--- src/source/wb_pkg.sv ---
`default_nettype none

package wb_pkg;

	// datapath widths
	localparam int XLEN       = 64;
	localparam int REG_ADDR_W = 5;
	localparam int NUM_REGS   = 32;
	// bytes per data word and the lane index that picks one
	localparam int STRB_W     = 8;
	localparam int LANE_W     = 3;

	// major opcodes, inst[6:0]
	localparam logic [6:0] OPC_LOAD  = 7'b0000011;
	localparam logic [6:0] OPC_STORE = 7'b0100011;

	// funct3, inst[14:12]
	// bit 2 set means zero-extend on loads
	localparam logic [2:0] F3_B  = 3'b000;
	localparam logic [2:0] F3_H  = 3'b001;
	localparam logic [2:0] F3_W  = 3'b010;
	localparam logic [2:0] F3_D  = 3'b011;
	localparam logic [2:0] F3_BU = 3'b100;
	localparam logic [2:0] F3_HU = 3'b101;
	localparam logic [2:0] F3_WU = 3'b110;

	typedef logic [XLEN-1:0]       xlen_t;
	typedef logic [REG_ADDR_W-1:0] reg_idx_t;
	typedef logic [STRB_W-1:0]     strb_t;
	typedef logic [31:0]           inst_t;
	typedef logic [31:0]           count_t;

	// memory class of an instruction
	typedef enum logic [1:0] {
		MEM_NONE,
		MEM_LOAD,
		MEM_STORE
	} mem_kind_t;

endpackage

`default_nettype wire
--- src/source/mem_wb_top.sv ---
`default_nettype none

module mem_wb_top (
	input  logic                clk,
	input  logic                rst,
	// execute side
	input  logic                ex_valid,
	output logic                ex_ready,
	input  wb_pkg::xlen_t       ex_pc,
	input  wb_pkg::inst_t       ex_inst,
	input  wb_pkg::xlen_t       ex_result,
	input  wb_pkg::xlen_t       ex_store_data,
	input  wb_pkg::reg_idx_t    ex_rd,
	input  logic                ex_wen,
	// data memory
	output logic                mem_req_valid,
	input  logic                mem_req_ready,
	output logic                mem_req_write,
	output wb_pkg::xlen_t       mem_req_addr,
	output wb_pkg::xlen_t       mem_req_wdata,
	output wb_pkg::strb_t       mem_req_wstrb,
	input  logic                mem_resp_valid,
	input  wb_pkg::xlen_t       mem_resp_rdata,
	// decode-side read port
	input  wb_pkg::reg_idx_t    rf_raddr,
	output wb_pkg::xlen_t       rf_rdata,
	// retire
	output logic                retire_valid,
	output wb_pkg::xlen_t       retire_pc,
	output wb_pkg::inst_t       retire_inst,
	output wb_pkg::count_t      load_count,
	output wb_pkg::count_t      store_count
);
	import wb_pkg::*;

	// mem_stage to wb_stage
	logic      m_valid;
	xlen_t     m_pc;
	inst_t     m_inst;
	mem_kind_t m_kind;
	reg_idx_t  m_rd;
	logic      m_wen;
	xlen_t     m_wdata;

	// wb_stage to regfile
	logic      rf_wen;
	reg_idx_t  rf_waddr;
	xlen_t     rf_wdata;

	mem_stage u_mem_stage (
		.clk            (clk),
		.rst            (rst),
		.ex_valid       (ex_valid),
		.ex_ready       (ex_ready),
		.ex_pc          (ex_pc),
		.ex_inst        (ex_inst),
		.ex_result      (ex_result),
		.ex_store_data  (ex_store_data),
		.ex_rd          (ex_rd),
		.ex_wen         (ex_wen),
		.mem_req_valid  (mem_req_valid),
		.mem_req_ready  (mem_req_ready),
		.mem_req_write  (mem_req_write),
		.mem_req_addr   (mem_req_addr),
		.mem_req_wdata  (mem_req_wdata),
		.mem_req_wstrb  (mem_req_wstrb),
		.mem_resp_valid (mem_resp_valid),
		.mem_resp_rdata (mem_resp_rdata),
		.m_valid        (m_valid),
		.m_pc           (m_pc),
		.m_inst         (m_inst),
		.m_kind         (m_kind),
		.m_rd           (m_rd),
		.m_wen          (m_wen),
		.m_wdata        (m_wdata)
	);

	wb_stage u_wb_stage (
		.clk          (clk),
		.rst          (rst),
		.m_valid      (m_valid),
		.m_pc         (m_pc),
		.m_inst       (m_inst),
		.m_kind       (m_kind),
		.m_rd         (m_rd),
		.m_wen        (m_wen),
		.m_wdata      (m_wdata),
		.rf_wen       (rf_wen),
		.rf_waddr     (rf_waddr),
		.rf_wdata     (rf_wdata),
		.retire_valid (retire_valid),
		.retire_pc    (retire_pc),
		.retire_inst  (retire_inst),
		.load_count   (load_count),
		.store_count  (store_count)
	);

	regfile u_regfile (
		.clk   (clk),
		.rst   (rst),
		.wen   (rf_wen),
		.waddr (rf_waddr),
		.wdata (rf_wdata),
		.raddr (rf_raddr),
		.rdata (rf_rdata)
	);

endmodule

`default_nettype wire

--- src/source/regfile.sv ---
`default_nettype none

module regfile (
	input  logic                clk,
	input  logic                rst,
	input  logic                wen,
	input  wb_pkg::reg_idx_t    waddr,
	input  wb_pkg::xlen_t       wdata,
	input  wb_pkg::reg_idx_t    raddr,
	output wb_pkg::xlen_t       rdata
);
	import wb_pkg::*;

	// x1..x31, x0 has no storage
	xlen_t regs [NUM_REGS-1:1];

	always_ff @(posedge clk) begin
		if (rst) begin
			for (int i = 1; i < NUM_REGS; i++) begin
				regs[i] <= '0;
			end
		end else if (wen && waddr != '0) begin
			regs[waddr] <= wdata;
		end
	end

	// combinational read, x0 reads zero
	assign rdata = (raddr == '0) ? '0 : regs[raddr];

endmodule

`default_nettype wire

--- src/source/wb_stage.sv ---
`default_nettype none

module wb_stage (
	input  logic                clk,
	input  logic                rst,
	// from mem_stage, always accepted
	input  logic                m_valid,
	input  wb_pkg::xlen_t       m_pc,
	input  wb_pkg::inst_t       m_inst,
	input  wb_pkg::mem_kind_t   m_kind,
	input  wb_pkg::reg_idx_t    m_rd,
	input  logic                m_wen,
	input  wb_pkg::xlen_t       m_wdata,
	// register file write port
	output logic                rf_wen,
	output wb_pkg::reg_idx_t    rf_waddr,
	output wb_pkg::xlen_t       rf_wdata,
	// retire and access counts
	output logic                retire_valid,
	output wb_pkg::xlen_t       retire_pc,
	output wb_pkg::inst_t       retire_inst,
	output wb_pkg::count_t      load_count,
	output wb_pkg::count_t      store_count
);
	import wb_pkg::*;

	logic     wb_valid;
	xlen_t    wb_pc;
	inst_t    wb_inst;
	reg_idx_t wb_rd;
	logic     wb_wen;
	xlen_t    wb_wdata;

	always_ff @(posedge clk) begin
		if (rst) begin
			wb_valid <= 1'b0;
			load_count <= '0;
			store_count <= '0;
		end else begin
			wb_valid <= m_valid;
			// count as the item enters, visible with its retire
			if (m_valid && m_kind == MEM_LOAD) begin
				load_count <= load_count + 1'b1;
			end
			if (m_valid && m_kind == MEM_STORE) begin
				store_count <= store_count + 1'b1;
			end
		end
	end

	// payload follows valid items only
	always_ff @(posedge clk) begin
		if (m_valid) begin
			wb_pc <= m_pc;
			wb_inst <= m_inst;
			wb_rd <= m_rd;
			wb_wen <= m_wen;
			wb_wdata <= m_wdata;
		end
	end

	// writes to x0 dropped here
	assign rf_wen = wb_valid && wb_wen && (wb_rd != '0);
	assign rf_waddr = wb_rd;
	assign rf_wdata = wb_wdata;

	assign retire_valid = wb_valid;
	assign retire_pc = wb_pc;
	assign retire_inst = wb_inst;

endmodule

`default_nettype wire

--- src/source/mem_stage.sv ---
`default_nettype none

module mem_stage (
	input  logic                clk,
	input  logic                rst,
	// from execute
	input  logic                ex_valid,
	output logic                ex_ready,
	input  wb_pkg::xlen_t       ex_pc,
	input  wb_pkg::inst_t       ex_inst,
	input  wb_pkg::xlen_t       ex_result,
	input  wb_pkg::xlen_t       ex_store_data,
	input  wb_pkg::reg_idx_t    ex_rd,
	input  logic                ex_wen,
	// data memory port
	output logic                mem_req_valid,
	input  logic                mem_req_ready,
	output logic                mem_req_write,
	output wb_pkg::xlen_t       mem_req_addr,
	output wb_pkg::xlen_t       mem_req_wdata,
	output wb_pkg::strb_t       mem_req_wstrb,
	input  logic                mem_resp_valid,
	input  wb_pkg::xlen_t       mem_resp_rdata,
	// to write-back
	output logic                m_valid,
	output wb_pkg::xlen_t       m_pc,
	output wb_pkg::inst_t       m_inst,
	output wb_pkg::mem_kind_t   m_kind,
	output wb_pkg::reg_idx_t    m_rd,
	output logic                m_wen,
	output wb_pkg::xlen_t       m_wdata
);
	import wb_pkg::*;

	typedef enum logic [1:0] {
		S_IDLE,
		S_REQ,
		S_WAIT
	} state_t;

	state_t    state;
	mem_kind_t ex_kind;
	logic      accept;
	logic      resp_done;

	// held item
	logic      held_valid;
	xlen_t     held_pc;
	inst_t     held_inst;
	xlen_t     held_result;
	xlen_t     held_store_data;
	reg_idx_t  held_rd;
	logic      held_wen;
	mem_kind_t held_kind;

	strb_t     st_strb;
	xlen_t     ld_value;

	// classify the incoming instruction by opcode
	always_comb begin
		case (ex_inst[6:0])
			OPC_LOAD:  ex_kind = MEM_LOAD;
			OPC_STORE: ex_kind = MEM_STORE;
			default:   ex_kind = MEM_NONE;
		endcase
	end

	// response counts only once the request went out
	assign resp_done = mem_resp_valid &&
		(state == S_WAIT || (state == S_REQ && mem_req_ready));

	// alu items leave at once, memory items on their response
	assign m_valid = held_valid && (held_kind == MEM_NONE || resp_done);
	// free slot, or the held item leaves this cycle
	assign ex_ready = !held_valid || m_valid;
	assign accept = ex_valid && ex_ready;

	always_ff @(posedge clk) begin
		if (rst) begin
			held_valid <= 1'b0;
			state <= S_IDLE;
		end else if (accept) begin
			held_valid <= 1'b1;
			// memory items start requesting next cycle
			state <= (ex_kind == MEM_NONE) ? S_IDLE : S_REQ;
		end else begin
			if (m_valid) begin
				held_valid <= 1'b0;
			end
			case (state)
				S_REQ: begin
					if (resp_done) begin
						state <= S_IDLE;
					end else if (mem_req_ready) begin
						state <= S_WAIT;
					end
				end
				S_WAIT: begin
					if (resp_done) begin
						state <= S_IDLE;
					end
				end
				default: state <= S_IDLE;
			endcase
		end
	end

	// payload, only loaded on accept
	always_ff @(posedge clk) begin
		if (accept) begin
			held_pc <= ex_pc;
			held_inst <= ex_inst;
			held_result <= ex_result;
			held_store_data <= ex_store_data;
			held_rd <= ex_rd;
			held_wen <= ex_wen;
			held_kind <= ex_kind;
		end
	end

	// request fields come straight from the held item
	store_align u_store_align (
		.funct3     (held_inst[14:12]),
		.addr_lane  (held_result[LANE_W-1:0]),
		.store_data (held_store_data),
		.wdata      (mem_req_wdata),
		.wstrb      (st_strb)
	);

	assign mem_req_valid = (state == S_REQ);
	assign mem_req_write = (held_kind == MEM_STORE);
	assign mem_req_addr = held_result;
	// no strobes on a read
	assign mem_req_wstrb = mem_req_write ? st_strb : '0;

	load_extract u_load_extract (
		.funct3    (held_inst[14:12]),
		.addr_lane (held_result[LANE_W-1:0]),
		.rdata     (mem_resp_rdata),
		.value     (ld_value)
	);

	assign m_pc = held_pc;
	assign m_inst = held_inst;
	assign m_kind = held_kind;
	assign m_rd = held_rd;
	// stores never write a register
	assign m_wen = held_wen && (held_kind != MEM_STORE);
	assign m_wdata = (held_kind == MEM_LOAD) ? ld_value : held_result;

endmodule

`default_nettype wire

--- src/source/load_extract.sv ---
`default_nettype none

module load_extract (
	input  logic [2:0]                   funct3,
	input  logic [wb_pkg::LANE_W-1:0]    addr_lane,
	input  wb_pkg::xlen_t                rdata,
	output wb_pkg::xlen_t                value
);
	import wb_pkg::*;

	// accessed bytes moved down to lane 0
	xlen_t shifted;

	assign shifted = rdata >> {addr_lane, 3'b000};

	always_comb begin
		case (funct3)
			// signed sizes
			F3_B:    value = {{(XLEN-8){shifted[7]}}, shifted[7:0]};
			F3_H:    value = {{(XLEN-16){shifted[15]}}, shifted[15:0]};
			F3_W:    value = {{(XLEN-32){shifted[31]}}, shifted[31:0]};
			// unsigned sizes
			F3_BU:   value = {{(XLEN-8){1'b0}}, shifted[7:0]};
			F3_HU:   value = {{(XLEN-16){1'b0}}, shifted[15:0]};
			F3_WU:   value = {{(XLEN-32){1'b0}}, shifted[31:0]};
			// full word, lane is always zero here
			F3_D:    value = rdata;
			default: value = '0;
		endcase
	end

endmodule

`default_nettype wire

--- src/source/store_align.sv ---
`default_nettype none

module store_align (
	input  logic [2:0]                   funct3,
	input  logic [wb_pkg::LANE_W-1:0]    addr_lane,
	input  wb_pkg::xlen_t                store_data,
	output wb_pkg::xlen_t                wdata,
	output wb_pkg::strb_t                wstrb
);
	import wb_pkg::*;

	// byte enables of the access before lane shift
	strb_t size_mask;
	// size_mask expanded to bits
	xlen_t keep_bits;

	always_comb begin
		case (funct3)
			F3_B:    size_mask = 8'h01;
			F3_H:    size_mask = 8'h03;
			F3_W:    size_mask = 8'h0f;
			F3_D:    size_mask = 8'hff;
			// not a store size
			default: size_mask = 8'h00;
		endcase
	end

	always_comb begin
		for (int i = 0; i < STRB_W; i++) begin
			keep_bits[i*8 +: 8] = {8{size_mask[i]}};
		end
	end

	// drop the unused upper bytes, then move to the lane
	// accesses crossing the 8-byte word lose their top bytes
	assign wdata = (store_data & keep_bits) << {addr_lane, 3'b000};
	assign wstrb = size_mask << addr_lane;

endmodule

`default_nettype wire

--- config.mk ---
export PLATFORM = sky130hd
export DESIGN_NAME = mem_wb_top
export DESIGN_NICKNAME = d
export VERILOG_FILES = /design/src/source/wb_pkg.sv /design/src/source/mem_wb_top.sv /design/src/source/regfile.sv /design/src/source/wb_stage.sv /design/src/source/mem_stage.sv /design/src/source/load_extract.sv /design/src/source/store_align.sv
export SDC_FILE = /design/constraint.sdc
export NUM_CORES = 2
export LEC_CHECK = 0
export BUFFER_PORTS_ARGS = -buffer_cell sky130_fd_sc_hd__buf_4
export CAP_MARGIN = 20
export CORE_UTILIZATION = 35
export CTS_BUF_LIST = sky130_fd_sc_hd__clkbuf_4 sky130_fd_sc_hd__clkbuf_8
export DETAILED_ROUTE_END_ITERATION = 8
export PLACE_DENSITY = 0.53
export SLEW_MARGIN = 10
export SYNTH_ARGS = -nofsm -noshare
export SYNTH_HDL_FRONTEND = slang
export SYNTH_SLANG_ARGS = --single-unit
--- constraint.sdc ---
create_clock -name clk -period 23.4 [get_ports clk]
set_clock_uncertainty 0.1 [all_clocks]
set_input_delay 3.51 -clock clk [delete_from_list [all_inputs] [get_ports clk]]
set_output_delay 3.51 -clock clk [all_outputs]
set_load 0.01 [all_outputs]
==> qor.csv <==
metric,value,unit
status,completed,
share of layout cells above drive strength 1,27.2,%
Clock transition at path regs,0.06,ns
Synth Register Bits,2514,
cell count after synthesis,7096,
Yosys cell types,67,
Setup crit end kind,output port,
vias in the first global route,69200,
hold worst-path end,u_wb_stage.retire_inst[4],
FF-to-FF setup slack,18.54,ns
worst-margin pin slew,1.19,ns
Leak,0.0479,uW
Reg area,74800,um^2
Nets,8038,
placed instance count,11500,
Synth Cell Area,112000,um^2
clk_lat worst skew,1.10,ns
Die X,568,um
Synth Area per Inst,15.8,um^2
Starting Density,35.2,%
HP Start,u_mem_stage.m_inst[4],
prevailing post-synth register cell,edfxtp_1,
Finished Core Util,40.9,%
"most common cell after layout, fill and taps aside",edfxtp_1,
Post-Layout Cell Count,12300,
die area,322000,um^2
DR iter-0 viols,8151,
RSZ-0062 raised after global routing,no,
Area contributors post-synth,"edfxtp_1 (66%), mux4_2 (12%), and2_1 (11%)",
CTS tree,done,
largest net degree at the start of global routing,128,
cts bufs inserted,434,
P&R area growth vs syn,16.0,%
vias,67600,
ys async rst share,0,%
total grt overflow,0,
antenna-violating nets left,0,
Reg-to-Reg Start,u_mem_stage.mem_req_addr[0],
minimum clock period,12.01,ns
final setup violation count,0,
# rows,207,
Rel. slew slack,20.4,%
DRC,0,
Tcrit/Tclk final,51.3,%
clock sinks,2514,
Avg WL per Cell,35.1,um
Hold Fails Final Rpt,0,
Setup TNS,0,ns
"commonest non-fill, non-tap cells in the layout","edfxtp_1 (2446), and2_1 (2006), buf_4 (829)",
# resized after CTS,0,
Die Span Y,568,um
Worst Reg-to-Reg Cells,7,
hpwl dp,253000,um
Max Slew Vio Count,0,
CTS H-tree depth,5,
number of synthesis warnings,0,
# Post-CTS Setup Buffers,0,
pwr dens,76.3,nW/um^2
first-pass GRT wire length,580000,um
startpoint types,primary input,
WL final,431000,um
Hold Path Cell Cnt,0,
Multi-input gate area,35000,um^2
reg2reg end,u_wb_stage.rf_wdata[30],
Vias/cell,5.50,
Worst Path Max Fanout,116,
register area share after synthesis,66.8,%
worst path arrival time,8.40,ns
Yosys top cell area share,65.6,%
Achievable Freq,83.2,MHz
Fill cells,28800,
Max Buffers Root-to-Sink,4,
cts hold-fix bufs,0,
Post-synth EDFFs,2446,
RD Place Congestion,0.910,
Ports,668,
Hold Crit Class,flip-flop to flip-flop,
WS Path Type,primary input to output port,
Critical Path RT,19.79,ns
First-pass DRT Iterations,5,
Overall Global Routing Usage,26.2,%
Root Buffer,clkbuf_8,
cell taking the most area after synthesis,edfxtp_1,
core area,318000,um^2
maximum vdd drop,0.0000594,V
max_cap viols,0,
antenna violations before repair,73,
Port Buffers,667,
state kept, by name (all words and copies together) (netlist names):
register                     flops
u_mem_stage.m_kind               2
u_wb_stage.store_count          32
u_mem_stage.state                2
u_mem_stage.m_inst              32
u_mem_stage.held_store_data     64
u_wb_stage.rf_waddr              5
u_mem_stage.m_rd                 5
u_mem_stage.m_pc                64
u_wb_stage.load_count           32
u_mem_stage.mem_req_addr        64
u_wb_stage.retire_inst          32
u_wb_stage.retire_valid          1
u_mem_stage.held_valid           1
u_regfile.regs                2048
u_mem_stage.held_wen             1
u_wb_stage.retire_pc            64
u_wb_stage.wb_wen                1
u_wb_stage.rf_wdata             64
cells by family after synthesis:
group           Yosys count  share of synthesized area [%]
xor+xnor                 36                          0.281
buf+inv                 719                           2.52
other cells               1                        0.00335
compound gates          448                           2.70
mux                     827                           14.0
simple gates           2549                           13.7
fa+ha+maj                 2                         0.0223
flops                  2514                           66.8
metal layers:
layer	track usage (%)	up-vias	routed length, um
li1	-	27800	-
met1	32.0	35500	161000
met2	44.6	3580	213000
met3	5.06	780	35200
met4	12.8	12	22100
met5	0	-	96
area by class of cell:
cell class	instances	share of cell area [%]
well taps	4180	4.02
diodes	31	0.0597
flip-flops and latches	2514	57.6
inverters	16	0.0462
clock inverters	199	0.945
multi-input cells	3926	26.9
repair buffers	840	4.95
clock buffers	581	5.47
power by group:
part	switching (uW)	internal (uW)
combinational	474	284
sequential	91.8	5100
clock	1910	2060
total	2470	7440
cells in the mapped netlist, types with 2 or more instances:
master,instances
inv_1,16
nor3b_1,3
xor2_1,6
buf_2,79
o211ai_1,25
a221oi_1,12
buf_4,6
nor4_1,20
xnor2_1,30
o2111ai_1,2
a21oi_1,94
or2_2,35
nand2b_1,17
and3_1,45
a211oi_1,53
dfxtp_1,68
nand2_1,114
nor3_1,72
edfxtp_1,2446
clkbuf_1,583
nand3b_1,21
a21o_1,65
or3_1,19
mux2_2,16
a31oi_1,8
mux4_2,588
nor2b_1,14
nor2_1,114
and2_1,2006
o31ai_1,3
a222oi_1,2
or3_2,4
a22oi_1,39
or4_1,4
o32ai_1,16
and4_1,11
o21ai_0,38
ha_1,2
mux2i_1,223
a2bb2oi_1,7
o22ai_1,64
nand4_1,12
buf_1,34
o221ai_1,7
nand3_1,31
per-stage QoR:
stage               setup WS, ns  hold WS, ns  total power (uW)  area, um^2
floorplan                   5.43        0.300              5640      112000
global placement           11.34        0.304              6030      121000
detailed placement         11.34        0.305              6040      121000
CTS                        11.33        0.315              9990      130000
global route               11.23        0.323             10200      130000
finish                     11.39        0.314              9920      130000
critical path: stages:
cell	delay [ns]
buf_8	0.44
buf_4	0.58
buf_4	0.79
buf_12	0.64
buf_4	0.80
mux4_2	0.41
mux2i_1	0.21
o22ai_1	0.24
a21o_1	0.30
buf_4	0.15
worst max path at each step:
stage / startpoint / end / slack (ns)
finish: rf_raddr[1] / rf_rdata[42] / 11.39
global route: rf_raddr[1] / rf_rdata[42] / 11.23
CTS: rf_raddr[1] / rf_rdata[42] / 11.33
detailed placement: rf_raddr[1] / rf_rdata[42] / 11.34
global placement: rf_raddr[1] / rf_rdata[47] / 11.34
floorplan: mem_req_ready / u_mem_stage.state[0] / 5.43
Note: power is estimated with default switching activity, not from simulation.
